--- config.mk ---
export PLATFORM = sky130hd
export DESIGN_NAME = fpga_subsystem
export DESIGN_NICKNAME = d
export VERILOG_FILES = /design/src/fpga_regmap_pkg.sv /design/src/motor_pkg.sv /design/src/reg_bus_if.sv /design/src/spi_target.sv /design/src/reg_file.sv /design/src/uart_tx.sv /design/src/pwm_gen.sv /design/src/fpga_subsystem.sv
export SDC_FILE = /design/constraint.sdc
export NUM_CORES = 1
export LEC_CHECK = 0
export BUFFER_PORTS_ARGS = -buffer_cell sky130_fd_sc_hd__buf_2
export CAP_MARGIN = 20
export CORE_MARGIN = 4
export CORE_UTILIZATION = 63
export CTS_CLUSTER_DIAMETER = 120
export DETAILED_ROUTE_END_ITERATION = 10
export PLACE_DENSITY = 0.8
export SYNTH_ARGS = -nofsm -noshare
export SYNTH_HDL_FRONTEND = slang
export SYNTH_SLANG_ARGS = --single-unit
--- constraint.sdc ---
create_clock -name clock -period 2.8 [get_ports clock]
set_clock_uncertainty 0.1 [all_clocks]
set_input_delay 0.84 -clock clock [delete_from_list [all_inputs] [get_ports clock]]
set_output_delay 0.84 -clock clock [all_outputs]
set_load 0.05 [all_outputs]
--- src/fpga_regmap_pkg.sv ---
////////////////////////////////////////////////////////////////////////////
// Register map, bus widths, identification value and motor command word
////////////////////////////////////////////////////////////////////////////
package fpga_regmap_pkg;

    parameter int REG_ADDR_W = 6;                                // SPI frame address bits
    parameter int REG_DATA_W = 8;                                // Register width

    // Banks of four, one register per motor
    parameter logic [REG_ADDR_W-1:0] ADDR_DRIVE_CMD0 = 6'h00;   // Drive UART command, r/w
    parameter logic [REG_ADDR_W-1:0] ADDR_ROT_CTRL0  = 6'h04;   // Rotation levels, r/w
    parameter logic [REG_ADDR_W-1:0] ADDR_ROT_PWM0   = 6'h08;   // Rotation PWM ratio, r/w
    parameter logic [REG_ADDR_W-1:0] ADDR_SERVO_POS0 = 6'h10;   // Servo PWM ratio, r/w

    // Single registers
    parameter logic [REG_ADDR_W-1:0] ADDR_FAULT      = 6'h20;   // Synced faults, read only
    parameter logic [REG_ADDR_W-1:0] ADDR_LED_TEST   = 6'h21;   // LED override, r/w
    parameter logic [REG_ADDR_W-1:0] ADDR_ID         = 6'h3F;   // Identification, read only

    parameter int LED_TEST_EN = 4;                               // Override enable bit
    parameter logic [REG_DATA_W-1:0] SUBSYS_ID = 8'h5A;

    // Command byte, sent raw on the UART or decoded into levels
    typedef union packed {
        logic [REG_DATA_W-1:0] raw;                              // Bus and UART view
        struct packed {
            logic       brake;                                   // Bit 7
            logic       enable;                                  // Bit 6
            logic       direction;                               // Bit 5
            logic [4:0] speed;                                   // Drive motors only
        } f;
    } motor_cmd_u;

endpackage

--- src/motor_pkg.sv ---
////////////////////////////////////////////////////////////////////////////
// Motor counts, PWM width and UART frame constants
////////////////////////////////////////////////////////////////////////////
package motor_pkg;

    parameter int NUM_MOTORS       = 4;     // Motors of each kind
    parameter int PWM_W            = 8;     // Period is 2**PWM_W clocks
    parameter int UART_FRAME_BITS  = 10;    // Start, 8 data, stop
    parameter int DEFAULT_BAUD_DIV = 116;   // Clocks per bit, 115200 baud

endpackage

--- src/reg_bus_if.sv ---
////////////////////////////////////////////////////////////////////////////
// Register bus between the SPI target and the register file
////////////////////////////////////////////////////////////////////////////
interface reg_bus_if import fpga_regmap_pkg::*; ();

    logic [REG_ADDR_W-1:0] addr;      // Held for the whole frame
    logic                  wr_en;     // One clock per write
    logic [REG_DATA_W-1:0] wr_data;   // Valid with wr_en
    logic [REG_DATA_W-1:0] rd_data;   // Combinational decode of addr

    modport target (output addr, output wr_en, output wr_data, input rd_data);
    modport regs   (input addr, input wr_en, input wr_data, output rd_data);

endinterface

--- src/spi_target.sv ---
////////////////////////////////////////////////////////////////////////////
// SPI mode 0 target, two-byte frames to register bus reads and writes
////////////////////////////////////////////////////////////////////////////
module spi_target import fpga_regmap_pkg::*; (
    input  logic      clock,        // System clock
    input  logic      rst_n,        // Async reset, active low
    input  logic      spi_clock,    // SPI clock pin
    input  logic      cs_n,         // Chip select pin
    input  logic      mosi,         // Serial data in
    output logic      miso,         // Serial data out
    reg_bus_if.target bus           // Register bus
);

    logic [2:0]            sclk_s;     // Two sync flops plus edge history
    logic [1:0]            cs_s;       // Chip select sync
    logic [1:0]            mosi_s;     // Data sync, aligned with sclk_s[1]
    logic                  sclk_rise;
    logic                  sclk_fall;
    logic                  cs_hi;      // Synced deselect
    logic [4:0]            bit_cnt;    // Rising edges seen, 0 to 16
    logic [REG_DATA_W-1:0] rx_q;       // Receive shifter
    logic [REG_DATA_W-1:0] rx_next;
    logic [REG_DATA_W-1:0] tx_q;       // Read value shifter
    logic [REG_ADDR_W-1:0] addr_q;     // Frame address
    logic                  wr_flag_q;  // Command bit 7
    logic                  load_q;     // Capture rd_data next clock
    logic                  wr_en_q;
    logic                  miso_q;
    logic                  tx_phase;   // Second byte on miso

    assign sclk_rise = sclk_s[1] & ~sclk_s[2];
    assign sclk_fall = ~sclk_s[1] & sclk_s[2];
    assign cs_hi     = cs_s[1];
    assign rx_next   = {rx_q[REG_DATA_W-2:0], mosi_s[1]};   // MSB first
    assign tx_phase  = sclk_fall && (bit_cnt >= 5'd8);

    always_ff @(posedge clock or negedge rst_n) begin
        if (!rst_n) begin
            sclk_s <= '0;
            cs_s   <= '1;                                    // Deselected
            mosi_s <= '0;
        end else begin
            sclk_s <= {sclk_s[1:0], spi_clock};
            cs_s   <= {cs_s[0], cs_n};
            mosi_s <= {mosi_s[0], mosi};
        end
    end

    ////////////////////////////////////////////////////////////////////////////
    // Frame control
    ////////////////////////////////////////////////////////////////////////////
    always_ff @(posedge clock or negedge rst_n) begin
        if (!rst_n) begin
            bit_cnt   <= '0;
            addr_q    <= '0;
            wr_flag_q <= 1'b0;
            load_q    <= 1'b0;
            wr_en_q   <= 1'b0;
            miso_q    <= 1'b0;
        end else begin
            load_q  <= 1'b0;
            wr_en_q <= 1'b0;
            if (cs_hi) begin
                bit_cnt <= '0;                               // Early deselect drops frame
                miso_q  <= 1'b0;
            end else begin
                if (sclk_rise && bit_cnt != 5'd16) begin
                    bit_cnt <= bit_cnt + 5'd1;
                    if (bit_cnt == 5'd7) begin               // Command byte complete
                        addr_q    <= rx_next[REG_ADDR_W-1:0];
                        wr_flag_q <= rx_next[7];
                        load_q    <= ~rx_next[7];
                    end
                    if (bit_cnt == 5'd15)
                        wr_en_q <= wr_flag_q;                // Data byte complete
                end
                if (tx_phase)
                    miso_q <= tx_q[REG_DATA_W-1];
            end
        end
    end

    always_ff @(posedge clock) begin
        if (sclk_rise)
            rx_q <= rx_next;
        if (load_q)
            tx_q <= bus.rd_data;                             // Read value captured
        else if (tx_phase)
            tx_q <= {tx_q[REG_DATA_W-2:0], 1'b0};
    end

    assign bus.addr    = addr_q;
    assign bus.wr_en   = wr_en_q;
    assign bus.wr_data = rx_q;
    assign miso        = miso_q & ~cs_n;                     // Quiet when deselected

    a_wr_selected: assert property (@(posedge clock) disable iff (!rst_n)
        bus.wr_en |-> !cs_hi);
    a_wr_single: assert property (@(posedge clock) disable iff (!rst_n)
        bus.wr_en |=> !bus.wr_en);

endmodule

--- src/reg_file.sv ---
////////////////////////////////////////////////////////////////////////////
// Register file, address decode, fault sync and status LEDs
////////////////////////////////////////////////////////////////////////////
module reg_file import fpga_regmap_pkg::*, motor_pkg::*; (
    input  logic                  clock,
    input  logic                  rst_n,
    input  logic [NUM_MOTORS-1:0] sr_fault,                 // Async fault pins
    reg_bus_if.regs               bus,
    output motor_cmd_u            drive_cmd [NUM_MOTORS-1:0],   // To UARTs
    output logic [PWM_W-1:0]      rot_pwm [NUM_MOTORS-1:0],     // Rotation ratios
    output logic [PWM_W-1:0]      servo_pos [NUM_MOTORS-1:0],   // Servo ratios
    output logic [NUM_MOTORS-1:0] sr_brake,
    output logic [NUM_MOTORS-1:0] sr_enable,
    output logic [NUM_MOTORS-1:0] sr_direction,
    output logic                  status_fault,
    output logic                  status_pi,
    output logic                  status_ps4,
    output logic                  status_debug
);

    motor_cmd_u            rot_ctrl_q [NUM_MOTORS-1:0];
    logic [REG_DATA_W-1:0] led_test_q;
    logic [NUM_MOTORS-1:0] fault_meta_q;                     // First sync stage
    logic [NUM_MOTORS-1:0] fault_q;
    logic [1:0]            idx;                              // Motor within a bank
    logic [REG_ADDR_W-3:0] bank;

    assign idx  = bus.addr[1:0];
    assign bank = bus.addr[REG_ADDR_W-1:2];

    ////////////////////////////////////////////////////////////////////////////
    // Writes
    ////////////////////////////////////////////////////////////////////////////
    always_ff @(posedge clock or negedge rst_n) begin
        if (!rst_n) begin
            for (int i = 0; i < NUM_MOTORS; i++) begin
                drive_cmd[i]  <= '0;
                rot_ctrl_q[i] <= '0;
                rot_pwm[i]    <= '0;
                servo_pos[i]  <= '0;
            end
            led_test_q <= '0;
        end else if (bus.wr_en) begin
            if (bus.addr == ADDR_LED_TEST)
                led_test_q <= bus.wr_data;                   // All bits kept
            else begin
                case (bank)
                    ADDR_DRIVE_CMD0[REG_ADDR_W-1:2]: drive_cmd[idx].raw  <= bus.wr_data;
                    ADDR_ROT_CTRL0[REG_ADDR_W-1:2]:  rot_ctrl_q[idx].raw <= bus.wr_data;
                    ADDR_ROT_PWM0[REG_ADDR_W-1:2]:   rot_pwm[idx]        <= bus.wr_data;
                    ADDR_SERVO_POS0[REG_ADDR_W-1:2]: servo_pos[idx]      <= bus.wr_data;
                    default: ;                               // Read only or unmapped
                endcase
            end
        end
    end

    // Reads, unmapped return zero
    always_comb begin
        bus.rd_data = '0;
        case (bank)
            ADDR_DRIVE_CMD0[REG_ADDR_W-1:2]: bus.rd_data = drive_cmd[idx].raw;
            ADDR_ROT_CTRL0[REG_ADDR_W-1:2]:  bus.rd_data = rot_ctrl_q[idx].raw;
            ADDR_ROT_PWM0[REG_ADDR_W-1:2]:   bus.rd_data = rot_pwm[idx];
            ADDR_SERVO_POS0[REG_ADDR_W-1:2]: bus.rd_data = servo_pos[idx];
            default: begin
                if (bus.addr == ADDR_FAULT)
                    bus.rd_data = {{(REG_DATA_W-NUM_MOTORS){1'b0}}, fault_q};
                else if (bus.addr == ADDR_LED_TEST)
                    bus.rd_data = led_test_q;
                else if (bus.addr == ADDR_ID)
                    bus.rd_data = SUBSYS_ID;
            end
        endcase
    end

    ////////////////////////////////////////////////////////////////////////////
    // Faults and outputs
    ////////////////////////////////////////////////////////////////////////////
    always_ff @(posedge clock or negedge rst_n) begin
        if (!rst_n) begin
            fault_meta_q <= '0;
            fault_q      <= '0;
        end else begin
            fault_meta_q <= sr_fault;
            fault_q      <= fault_meta_q;
        end
    end

    always_comb begin
        for (int i = 0; i < NUM_MOTORS; i++) begin
            sr_brake[i]     = rot_ctrl_q[i].f.brake;
            sr_enable[i]    = rot_ctrl_q[i].f.enable;
            sr_direction[i] = rot_ctrl_q[i].f.direction;     // Speed bits unused here
        end
    end

    assign status_fault = led_test_q[LED_TEST_EN] ? led_test_q[0] : |fault_q;
    assign status_pi    = led_test_q[LED_TEST_EN] & led_test_q[1];
    assign status_ps4   = led_test_q[LED_TEST_EN] & led_test_q[2];
    assign status_debug = led_test_q[LED_TEST_EN] & led_test_q[3];

    a_fault_sync: assert property (@(posedge clock) disable iff (!rst_n)
        $past(rst_n, 2) |-> fault_q == $past(sr_fault, 2));

endmodule

--- src/uart_tx.sv ---
////////////////////////////////////////////////////////////////////////////
// Continuous 8N1 transmitter for one drive motor command byte
////////////////////////////////////////////////////////////////////////////
module uart_tx import fpga_regmap_pkg::*, motor_pkg::*; #(
    parameter int BAUD_DIV = DEFAULT_BAUD_DIV                // Clocks per bit
) (
    input  logic       clock,
    input  logic       rst_n,
    input  motor_cmd_u cmd,                                  // Current command
    output logic       tx                                    // Serial line, idles high
);

    localparam int BAUD_W = $clog2(BAUD_DIV);
    localparam int IDX_W  = $clog2(UART_FRAME_BITS);

    logic [BAUD_W-1:0]     baud_cnt;
    logic [IDX_W-1:0]      bit_idx;                          // Bit now on the line
    logic [REG_DATA_W-1:0] shift_q;
    logic                  tick;                             // End of a bit period
    logic                  frame_end;

    assign tick      = (baud_cnt == BAUD_W'(BAUD_DIV - 1));
    assign frame_end = (bit_idx == IDX_W'(UART_FRAME_BITS - 1));

    always_ff @(posedge clock or negedge rst_n) begin
        if (!rst_n) begin
            baud_cnt <= '0;
            bit_idx  <= IDX_W'(UART_FRAME_BITS - 1);         // One stop-length idle
            tx       <= 1'b1;
        end else if (tick) begin
            baud_cnt <= '0;
            if (frame_end) begin
                bit_idx <= '0;
                tx      <= 1'b0;                             // Start bit
            end else begin
                bit_idx <= bit_idx + 1'b1;
                if (bit_idx == IDX_W'(UART_FRAME_BITS - 2))
                    tx <= 1'b1;                              // Stop bit
                else
                    tx <= shift_q[0];                        // LSB first
            end
        end else begin
            baud_cnt <= baud_cnt + 1'b1;
        end
    end

    always_ff @(posedge clock) begin
        if (tick && frame_end)
            shift_q <= cmd.raw;                              // Latch at start bit
        else if (tick)
            shift_q <= shift_q >> 1;
    end

    a_idx_range: assert property (@(posedge clock) disable iff (!rst_n)
        bit_idx < IDX_W'(UART_FRAME_BITS));

endmodule

--- src/pwm_gen.sv ---
////////////////////////////////////////////////////////////////////////////
// PWM generator, ratio loaded at the period boundary
////////////////////////////////////////////////////////////////////////////
module pwm_gen import motor_pkg::*; (
    input  logic             clock,
    input  logic             rst_n,
    input  logic [PWM_W-1:0] ratio,                          // High clocks per period
    output logic             pwm
);

    logic [PWM_W-1:0] cnt_q;                                 // Free running
    logic [PWM_W-1:0] ratio_q;                               // Active ratio
    logic [PWM_W-1:0] cnt_next;
    logic [PWM_W-1:0] ratio_next;

    assign cnt_next   = cnt_q + 1'b1;
    assign ratio_next = (cnt_q == '1) ? ratio : ratio_q;     // Load on wrap

    always_ff @(posedge clock or negedge rst_n) begin
        if (!rst_n) begin
            cnt_q   <= '0;
            ratio_q <= '0;
            pwm     <= 1'b0;
        end else begin
            cnt_q   <= cnt_next;
            ratio_q <= ratio_next;
            pwm     <= (cnt_next < ratio_next);              // High while below ratio
        end
    end

    a_zero_low: assert property (@(posedge clock) disable iff (!rst_n)
        (ratio_q == '0) |-> !pwm);

endmodule

--- src/fpga_subsystem.sv ---
////////////////////////////////////////////////////////////////////////////
// Motor I/O core top level, SPI registers, drive UARTs and PWMs
////////////////////////////////////////////////////////////////////////////
module fpga_subsystem import fpga_regmap_pkg::*, motor_pkg::*; #(
    parameter int BAUD_DIV = DEFAULT_BAUD_DIV                // Drive UART clocks per bit
) (
    input  logic                  clock,                     // Main clock
    input  logic                  rst_n,                     // Async reset, active low
    input  logic                  spi_clock,                 // SPI mode 0
    input  logic                  cs_n,
    input  logic                  mosi,
    output logic                  miso,
    input  logic [NUM_MOTORS-1:0] sr_fault,                  // From rotation drivers
    output logic [NUM_MOTORS-1:0] sr_pwm,
    output logic [NUM_MOTORS-1:0] sr_direction,
    output logic [NUM_MOTORS-1:0] sr_enable,
    output logic [NUM_MOTORS-1:0] sr_brake,
    output logic [NUM_MOTORS-1:0] sd_uart,                   // Drive motor commands
    output logic [NUM_MOTORS-1:0] servo_pwm,                 // Arm servos
    output logic                  status_fault,              // LEDs
    output logic                  status_pi,
    output logic                  status_ps4,
    output logic                  status_debug
);

    motor_cmd_u       drive_cmd [NUM_MOTORS-1:0];
    logic [PWM_W-1:0] rot_pwm [NUM_MOTORS-1:0];
    logic [PWM_W-1:0] servo_pos [NUM_MOTORS-1:0];

    reg_bus_if bus_if ();

    spi_target spi_target_i (
        .clock     (clock),
        .rst_n     (rst_n),
        .spi_clock (spi_clock),
        .cs_n      (cs_n),
        .mosi      (mosi),
        .miso      (miso),
        .bus       (bus_if.target)
    );

    reg_file reg_file_i (
        .clock        (clock),
        .rst_n        (rst_n),
        .sr_fault     (sr_fault),
        .bus          (bus_if.regs),
        .drive_cmd    (drive_cmd),
        .rot_pwm      (rot_pwm),
        .servo_pos    (servo_pos),
        .sr_brake     (sr_brake),
        .sr_enable    (sr_enable),
        .sr_direction (sr_direction),
        .status_fault (status_fault),
        .status_pi    (status_pi),
        .status_ps4   (status_ps4),
        .status_debug (status_debug)
    );

    ////////////////////////////////////////////////////////////////////////////
    // Per-motor outputs
    ////////////////////////////////////////////////////////////////////////////
    for (genvar m = 0; m < NUM_MOTORS; m++) begin : g_motor
        uart_tx #(.BAUD_DIV(BAUD_DIV)) uart_tx_i (
            .clock (clock),
            .rst_n (rst_n),
            .cmd   (drive_cmd[m]),
            .tx    (sd_uart[m])
        );

        pwm_gen rot_pwm_i (
            .clock (clock),
            .rst_n (rst_n),
            .ratio (rot_pwm[m]),
            .pwm   (sr_pwm[m])
        );

        pwm_gen servo_pwm_i (
            .clock (clock),
            .rst_n (rst_n),
            .ratio (servo_pos[m]),
            .pwm   (servo_pwm[m])
        );
    end

endmodule

==> results of run 1 <==
==> report_power, final <==
part | leakage, nW | internal [W] | total (W) | switching, W
registers | 4.97 | 0.00586 | 0.00591 | 0.0000444
logic | 3.79 | 0.0000307 | 0.000146 | 0.000115
clock network | 0.736 | 0.00356 | 0.00578 | 0.00222
total | 9.49 | 0.00945 | 0.0118 | 0.00238
==> flip-flops by register name (all words and copies together), names as in the netlist, 8 cells and up <==
name and flops:
reg_file_i.servo_pos 32, reg_file_i.rot_pwm 32, g_motor.servo_pwm_i.ratio_q 32, g_motor.uart_tx_i.shift_q 32
g_motor.uart_tx_i.bit_idx 16, reg_file_i.led_test_q 8, reg_file_i.drive_cmd 32, reg_file_i.rot_ctrl_q 20
g_motor.servo_pwm_i.cnt_q 32, g_motor.rot_pwm_i.cnt_q 32, spi_target_i.bus.wr_data 8, g_motor.uart_tx_i.baud_cnt 28
spi_target_i.tx_q 8, g_motor.rot_pwm_i.ratio_q 32
==> cell families (layout without fill, tap and decap cells) <==
family	Yosys count	after routing	synth area share
adder cells (fa/ha/maj)	72	72	0.0488
flip-flops	398	398	0.555
AO/OA/AOI/OAI	129	129	0.0483
XOR/XNOR	71	71	0.0338
AND/OR/NAND/NOR	289	289	0.0913
multiplexers	268	268	0.182
buffers and inverters	159	242	0.0404
==> cells in the final DEF, fill, tap and decap left out, drive strengths merged, types with 5 or more instances in the layout <==
cell / n
dfrtp: 336
mux2: 195
inv: 98
ha: 71
nor2: 69
clkbuf: 67
buf: 67
nand3: 59
edfxtp: 48
xnor2: 44
mux2i: 41
nand2: 39
mux4: 32
xor2: 27
nor2b: 27
a21oi: 27
a21o: 24
nand4: 22
and3: 17
o21ai: 16
a22o: 14
dfstp: 14
and2: 13
nor3b: 10
a31o: 9
o22ai: 8
a211oi: 8
clkinv: 7
and4: 6
a22oi: 6
a31oi: 5
==> cell usage after synthesis, types with 16 or more instances <==
master and count:
sky130_fd_sc_hd__nor2b_1 27, sky130_fd_sc_hd__and3_1 17, sky130_fd_sc_hd__edfxtp_1 48, sky130_fd_sc_hd__dfrtp_1 336
sky130_fd_sc_hd__inv_1 97, sky130_fd_sc_hd__nand4_1 22, sky130_fd_sc_hd__mux2i_1 41, sky130_fd_sc_hd__buf_2 18
sky130_fd_sc_hd__nor2_1 60, sky130_fd_sc_hd__mux4_2 32, sky130_fd_sc_hd__o21ai_0 16, sky130_fd_sc_hd__nand3_1 59
sky130_fd_sc_hd__ha_1 71, sky130_fd_sc_hd__a21oi_1 27, sky130_fd_sc_hd__xnor2_1 44, sky130_fd_sc_hd__buf_4 25
sky130_fd_sc_hd__nand2_1 30, sky130_fd_sc_hd__mux2_2 187, sky130_fd_sc_hd__a21o_1 24, sky130_fd_sc_hd__xor2_1 27
==> final timing paths <==
path / from / endpoint / cells after the start
setup reg to reg: g_motor[3].rot_pwm_i.cnt_q[0] / g_motor[3].rot_pwm_i.pwm / 10
min in group clock: reg_file_i.fault_meta_q[3] / reg_file_i.fault_q[3] / 0
hold / removal: rst_n / g_motor[1].uart_tx_i.baud_cnt[6] / 1
max in group asynchronous: rst_n / spi_target_i.bus.addr[0] / 2
hold reg to reg: reg_file_i.fault_meta_q[3] / reg_file_i.fault_q[3] / 0
setup / recovery: g_motor[3].rot_pwm_i.cnt_q[0] / g_motor[3].rot_pwm_i.pwm / 10
==> per-stage QoR <==
stage | setup slack, ns | total power [W]
floorplan | 0.243 | 0.00601
global placement | 0.286 | 0.00616
detailed placement | 0.149 | 0.00617
CTS | 0.122 | 0.0119
global route | 0.0127 | 0.0122
finish | 0.182 | 0.0118
==> worst max-delay path: stages, from the launching register on <==
cell	delay, ns
sky130_fd_sc_hd__dfrtp_1	0.38
sky130_fd_sc_hd__ha_1	0.19
sky130_fd_sc_hd__and3_1	0.17
sky130_fd_sc_hd__and3_1	0.37
sky130_fd_sc_hd__mux2_2	0.40
sky130_fd_sc_hd__inv_1	0.06
sky130_fd_sc_hd__ha_1	0.23
sky130_fd_sc_hd__a21o_1	0.18
sky130_fd_sc_hd__a21oi_1	0.15
sky130_fd_sc_hd__o22ai_1	0.10
sky130_fd_sc_hd__a211oi_1	0.21
==> layer usage <==
layer / global-route usage / wire, um
met3: 0.0382 / 1690
met1: 0.351 / 16900
met4: 0.0624 / 823
met2: 0.406 / 18500
met5: 0 / 0
==> timing repair <==
item                                    4_1_cts  5_1_grt
endpoints found under the setup margin        0        4
resized for setup                             0        6
hold endpoints to repair                      0        0
==> layout make-up <==
class                   instances  area (um^2)
repair buffers                 67          495
flip-flops and latches        398        10200
inverters                      97          364
fillers                      1862         8260
multi-input cells             829         7480
clock buffers                  67         1370
well taps                     384          480
clock inverters                11          114
==> flow_results.xml, run 1 <==
<?xml version="1.0" encoding="UTF-8"?>
<metrics>
  <group name="floorplan">
    <metric name="initial_utilization" unit="">0.640</metric>
    <metric name="die_area" unit="um^2">32000</metric>
    <metric name="horizontal_die_dimension" unit="um">179</metric>
    <metric name="die_h" unit="um">179</metric>
    <metric name="io_pins" unit="">38</metric>
    <metric name="rows" unit="">62</metric>
    <metric name="core_area" unit="um^2">28800</metric>
  </group>
  <group name="synthesis">
    <metric name="ys.warnings.count" unit="">0</metric>
    <metric name="syn-instance-count" unit="">1386</metric>
    <metric name="synth_largest_type_area_fraction" unit="">0.457</metric>
    <metric name="sequential_fraction_of_the_synthesis_area" unit="">0.555</metric>
    <metric name="postSynthNetCount" unit="">1466</metric>
    <metric name="postSynth.asyncResetShare" unit="">0.879</metric>
    <metric name="ys.flop_type" unit="">sky130_fd_sc_hd__dfrtp_1</metric>
    <metric name="post_syn_area_per_cell" unit="um^2">13.3</metric>
    <metric name="synth-edff-count" unit="">48</metric>
    <metric name="synth_area_leader_cell" unit="">sky130_fd_sc_hd__dfrtp_1</metric>
    <metric name="mappedNetlistArea" unit="um^2">18400</metric>
    <metric name="ys_types" unit="">60</metric>
    <metric name="ys_ff_latch" unit="">398</metric>
    <metric name="ys_top_cells_by_area" unit="">sky130_fd_sc_hd__dfrtp_1 (46%), sky130_fd_sc_hd__mux2_2 (11%), sky130_fd_sc_hd__edfxtp_1 (7.8%)</metric>
  </group>
  <group name="cts">
    <metric name="clock_path_buffers" unit="">3</metric>
    <metric name="clk_root_buffer_cell" unit="">sky130_fd_sc_hd__clkbuf_16</metric>
    <metric name="cts_made_buffers" unit="">42</metric>
    <metric name="cts_hold_buffers" unit="">0</metric>
    <metric name="path_clk_slew" unit="ns">0.06</metric>
    <metric name="clk_latency" unit="ns">0.53</metric>
    <metric name="cts_post_setup_buffers_inserted" unit="">0</metric>
    <metric name="clock-sinks" unit="">398</metric>
    <metric name="cts-htree-levels" unit="">2</metric>
    <metric name="clock_tree_from_tritoncts" unit="">done</metric>
  </group>
  <group name="cells_and_area">
    <metric name="final_net_count" unit="">1515</metric>
    <metric name="post-route-util" unit="">0.713</metric>
    <metric name="drive_above_1_share" unit="">0.289</metric>
    <metric name="area_growth_syn_to_layout" unit="%">11.5</metric>
    <metric name="final_cells" unit="">1853</metric>
    <metric name="diodes_inserted" unit="">0</metric>
    <metric name="final_cell_area" unit="um^2">20500</metric>
  </group>
  <group name="placement">
    <metric name="total_cell_area_at_the_placement_stage" unit="um^2">19000</metric>
    <metric name="dpl.hpwl" unit="mm">26.0</metric>
    <metric name="place.gp.congestion" unit="">0.913</metric>
    <metric name="placed_instances" unit="">1775</metric>
    <metric name="buffer_ports.inserted" unit="">37</metric>
  </group>
  <group name="timing">
    <metric name="fin_hold_ws" unit="ns">0.135</metric>
    <metric name="maxSlewViolCount" unit="">0</metric>
    <metric name="worst_slew_margin_rel" unit="">0.326</metric>
    <metric name="fin_tns_setup" unit="ns">0</metric>
    <metric name="setup_viol" unit="">0</metric>
    <metric name="fmaxAchievable" unit="MHz">382</metric>
    <metric name="report.final.hold_viol_count" unit="">0</metric>
    <metric name="final_period_minus_worst_setup_slack" unit="ns">2.62</metric>
    <metric name="pin_slew_with_the_least_headroom_to_its_limit" unit="ns">1.01</metric>
    <metric name="grt_setup_unrepaired" unit="">no</metric>
    <metric name="tcrit_tclk_final" unit="">0.935</metric>
  </group>
  <group name="critical_path">
    <metric name="setup.worst_path.class" unit="">register to register</metric>
    <metric name="type_of_element_capturing_the_critical_path" unit="">register</metric>
    <metric name="startpoint_type" unit="">register</metric>
    <metric name="worstPathMaxFanout" unit="">7</metric>
    <metric name="cp_data_required_time" unit="ns">3.14</metric>
    <metric name="timing.reg2reg.setup_slack" unit="ns">0.18</metric>
    <metric name="critPathArrivalTime" unit="ns">2.96</metric>
  </group>
  <group name="pwr">
    <metric name="p_leak" unit="nW">9.49</metric>
    <metric name="power_density" unit="nW/um^2">577</metric>
    <metric name="vdd.ir_drop.worst" unit="mV">0.470</metric>
  </group>
  <group name="global_route">
    <metric name="grt_antenna_before_repair" unit="">0</metric>
    <metric name="global_route_wire_length_before_repair" unit="mm">62.2</metric>
    <metric name="track_usage" unit="">0.247</metric>
    <metric name="globalRouteOverflowTotal" unit="">0</metric>
    <metric name="grt_start_max_net_pins" unit="">69</metric>
    <metric name="via_count_of_the_first_global_routing_pass" unit="">11515</metric>
  </group>
  <group name="detailed_routing">
    <metric name="initial_drt_pass_iterations" unit="">6</metric>
    <metric name="viasPerCell" unit="">5.94</metric>
    <metric name="routed_wire_length_per_instance" unit="um">20.4</metric>
    <metric name="drc" unit="">0</metric>
    <metric name="finalWirelength" unit="mm">37.9</metric>
    <metric name="detail-route-antenna-nets" unit="">0</metric>
    <metric name="drt_first_iter_violations" unit="">909</metric>
    <metric name="routed-via-count" unit="">11013</metric>
  </group>
  <group name="run">
    <metric name="max_cap_violations" unit="">0</metric>
  </group>
  <group name="status">
    <metric name="run_status" unit="">completed</metric>
  </group>
  <group name="min_path">
    <metric name="min-delay-path-class" unit="">input port to asynchronous set/reset pin</metric>
  </group>
</metrics>
No activity file was read; power rests on OpenSTA's default activity.
==> inputs of run 2 (changes only) <==
--- a/config.mk
+++ b/config.mk
@@ -7,11 +7,13 @@
 export LEC_CHECK = 0
 export BUFFER_PORTS_ARGS = -buffer_cell sky130_fd_sc_hd__buf_2
 export CAP_MARGIN = 20
+export CELL_PAD_IN_SITES_DETAIL_PLACEMENT = 1
+export CELL_PAD_IN_SITES_GLOBAL_PLACEMENT = 2
 export CORE_MARGIN = 4
-export CORE_UTILIZATION = 63
+export CORE_UTILIZATION = 45
 export CTS_CLUSTER_DIAMETER = 120
 export DETAILED_ROUTE_END_ITERATION = 10
-export PLACE_DENSITY = 0.8
+export PLACE_DENSITY = 0.79
 export SYNTH_ARGS = -nofsm -noshare
 export SYNTH_HDL_FRONTEND = slang
 export SYNTH_SLANG_ARGS = --single-unit
==> run 2 against run 1 <==
Global-route usage down 5.1 points; clock-buffer cell count unchanged; final area increased by 0.77%; via count down 0.55%; register-to-register slack barely moved; clock power is 0.7% lower; first-iteration DRC count decreased by 33%; largest cell class unchanged; largest power group unchanged; highest routed layer unchanged.
==> flow_results.xml, run 2 (synthesis gave the netlist of run 1 again) <==
<?xml version="1.0" encoding="UTF-8"?>
<metrics>
  <group name="placement">
    <metric name="placed_instances" unit="">1919</metric>
    <metric name="buffer_ports.inserted" unit="">37</metric>
    <metric name="dpl.hpwl" unit="mm">30.1</metric>
    <metric name="total_cell_area_at_the_placement_stage" unit="um^2">19200</metric>
    <metric name="place.gp.congestion" unit="">0.863</metric>
  </group>
  <group name="critical_path">
    <metric name="worst_setup_path_endpoint" unit="">g_motor[1].servo_pwm_i.pwm</metric>
    <metric name="rr_endpoint" unit="">g_motor[1].servo_pwm_i.pwm</metric>
    <metric name="worst_r2r_startpoint" unit="">g_motor[1].servo_pwm_i.cnt_q[0]</metric>
    <metric name="setup.worst_path.class" unit="">register to register</metric>
    <metric name="startpoint_type" unit="">register</metric>
    <metric name="type_of_element_capturing_the_critical_path" unit="">register</metric>
    <metric name="worstSetupStartpoint" unit="">g_motor[1].servo_pwm_i.cnt_q[0]</metric>
    <metric name="r2r_cells" unit="">11</metric>
    <metric name="timing.reg2reg.setup_slack" unit="ns">0.20</metric>
    <metric name="cp_data_required_time" unit="ns">3.15</metric>
    <metric name="critPathArrivalTime" unit="ns">2.96</metric>
    <metric name="worstPathMaxFanout" unit="">5</metric>
  </group>
  <group name="min_path">
    <metric name="min-delay-path-class" unit="">input port to asynchronous set/reset pin</metric>
  </group>
  <group name="timing">
    <metric name="setup_viol" unit="">0</metric>
    <metric name="pin_slew_with_the_least_headroom_to_its_limit" unit="ns">1.02</metric>
    <metric name="worst_slew_margin_rel" unit="">0.320</metric>
    <metric name="fmaxAchievable" unit="MHz">384</metric>
    <metric name="tcrit_tclk_final" unit="">0.930</metric>
    <metric name="maxSlewViolCount" unit="">0</metric>
    <metric name="report.final.hold_viol_count" unit="">0</metric>
    <metric name="final_period_minus_worst_setup_slack" unit="ns">2.60</metric>
    <metric name="grt_setup_unrepaired" unit="">no</metric>
    <metric name="fin_tns_setup" unit="ns">0</metric>
  </group>
  <group name="floorplan">
    <metric name="die_area" unit="um^2">44200</metric>
    <metric name="initial_utilization" unit="">0.459</metric>
    <metric name="die_h" unit="um">210</metric>
    <metric name="horizontal_die_dimension" unit="um">210</metric>
    <metric name="io_pins" unit="">38</metric>
    <metric name="rows" unit="">73</metric>
    <metric name="core_area" unit="um^2">40100</metric>
  </group>
  <group name="global_route">
    <metric name="globalRouteOverflowTotal" unit="">0</metric>
    <metric name="via_count_of_the_first_global_routing_pass" unit="">12073</metric>
    <metric name="track_usage" unit="">0.196</metric>
    <metric name="met2_usage" unit="">0.323</metric>
    <metric name="globalRouteMet3Util" unit="">0.0326</metric>
    <metric name="global_route.usage.met1" unit="">0.275</metric>
    <metric name="grt_antenna_before_repair" unit="">0</metric>
    <metric name="grt_start_max_net_pins" unit="">70</metric>
    <metric name="global_route_wire_length_before_repair" unit="mm">69.3</metric>
    <metric name="global_routing_s_busiest_layer" unit="">met2</metric>
  </group>
  <group name="cts">
    <metric name="clock-sinks" unit="">398</metric>
    <metric name="clk_root_buffer_cell" unit="">sky130_fd_sc_hd__clkbuf_16</metric>
    <metric name="cts-htree-levels" unit="">2</metric>
    <metric name="path_clk_slew" unit="ns">0.06</metric>
    <metric name="cts_made_buffers" unit="">44</metric>
    <metric name="clock_path_buffers" unit="">3</metric>
    <metric name="cts_post_setup_buffers_inserted" unit="">0</metric>
    <metric name="clk_latency" unit="ns">0.56</metric>
    <metric name="clock_tree_from_tritoncts" unit="">done</metric>
  </group>
  <group name="detailed_routing">
    <metric name="drt_first_iter_violations" unit="">606</metric>
    <metric name="finalWirelength" unit="mm">42.5</metric>
    <metric name="detail-route-antenna-nets" unit="">0</metric>
    <metric name="initial_drt_pass_iterations" unit="">5</metric>
    <metric name="viasPerCell" unit="">5.47</metric>
    <metric name="routed-via-count" unit="">10952</metric>
    <metric name="routed_wire_length_per_instance" unit="um">21.3</metric>
    <metric name="drc" unit="">0</metric>
  </group>
  <group name="cells_and_area">
    <metric name="area_growth_syn_to_layout" unit="%">12.3</metric>
    <metric name="final_net_count" unit="">1520</metric>
    <metric name="final_common_cell" unit="">sky130_fd_sc_hd__dfrtp_1</metric>
    <metric name="final_cell_area" unit="um^2">20700</metric>
    <metric name="diodes_inserted" unit="">0</metric>
    <metric name="layout.cells.most_common_list" unit="">sky130_fd_sc_hd__dfrtp_1 (335), sky130_fd_sc_hd__mux2_2 (187), sky130_fd_sc_hd__inv_1 (97)</metric>
    <metric name="drive_above_1_share" unit="">0.290</metric>
    <metric name="final_cells" unit="">2001</metric>
  </group>
  <group name="pwr">
    <metric name="vdd.ir_drop.worst" unit="mV">0.744</metric>
    <metric name="power_density" unit="nW/um^2">571</metric>
    <metric name="p_leak" unit="nW">9.49</metric>
  </group>
  <group name="run">
    <metric name="max_cap_violations" unit="">0</metric>
  </group>
  <group name="status">
    <metric name="run_status" unit="">completed</metric>
  </group>
</metrics>
run 2: cell count changes in the layout (fill, tap and decap cells not counted), moves of 2 or more:
cell                        delta
sky130_fd_sc_hd__buf_4         +4
sky130_fd_sc_hd__clkbuf_1      +2
sky130_fd_sc_hd__mux2i_1       -2
sky130_fd_sc_hd__clkbuf_16     -3
sky130_fd_sc_hd__clkinv_1      +4
sky130_fd_sc_hd__inv_6         +2
sky130_fd_sc_hd__mux2i_2       +2
run 2: worst min-delay path by stage:
stage                                             endpoint  slack (ns)  cells after the start
after CTS                 g_motor[1].uart_tx_i.baud_cnt[0]        0.09                      1
after detailed placement             reg_file_i.fault_q[2]        0.24                      0
after global placement               reg_file_i.fault_q[0]        0.23                      0
final                     g_motor[1].uart_tx_i.baud_cnt[0]        0.11                      1
after global routing      g_motor[1].uart_tx_i.baud_cnt[0]        0.11                      1
after floorplan                      reg_file_i.fault_q[0]        0.23                      0
run 2: power by group:
part | switching (W) | internal [W]
sequential | 0.0000461 | 0.00586
combinational | 0.000120 | 0.0000314
clock | 0.00231 | 0.00343
run 2: final cells by class:
cell class                      count  area [um^2]
Clock buffer                       67         1320
Clock inverter                     15          130
Fill cell                        3978        19400
Inverter                           97          364
Multi-Input combinational cell    829         7490
Sequential cell                   398        10200
Tap cell                          525          657
Timing Repair Buffer               70          505
run 2: metal layers:
metal,up-vias,routed length (um),share of wire
li1,5051,-,-
met1,5711,19500,0.46
met2,137,20700,0.49
met3,53,1460,0.034
met4,0,895,0.021
met5,-,0,0
run 2: timing repair:
action                                  CTS  global route
endpoints found under the setup margin    0             5
hold buffers                              0             0
gates resized for setup                   0             8
run 2: critical path, cell delays in order, from the launching register on:
cell,delay (ns)
sky130_fd_sc_hd__dfrtp_1,0.41
sky130_fd_sc_hd__ha_1,0.25
sky130_fd_sc_hd__and2_1,0.20
sky130_fd_sc_hd__and3_2,0.28
sky130_fd_sc_hd__buf_4,0.17
sky130_fd_sc_hd__mux2_2,0.23
sky130_fd_sc_hd__inv_1,0.04
sky130_fd_sc_hd__ha_1,0.18
sky130_fd_sc_hd__a21o_1,0.17
sky130_fd_sc_hd__a21oi_1,0.14
sky130_fd_sc_hd__o22ai_1,0.10
sky130_fd_sc_hd__a211oi_1,0.22
run 2: metrics by stage:
step / worst slack [ns] / hold slack [ns] / util / total power, W
6_report: 0.196 / 0.106 / 0.516 / 0.0118
5_1_grt: 0.00664 / 0.115 / 0.516 / 0.0123
4_1_cts: 0.0659 / 0.0902 / 0.515 / 0.0120
3_5_place_dp: 0.100 / 0.236 / 0.479 / 0.00617
3_3_place_gp: 0.198 / 0.234 / 0.479 / 0.00617
2_1_floorplan: 0.243 / 0.231 / - / 0.00601
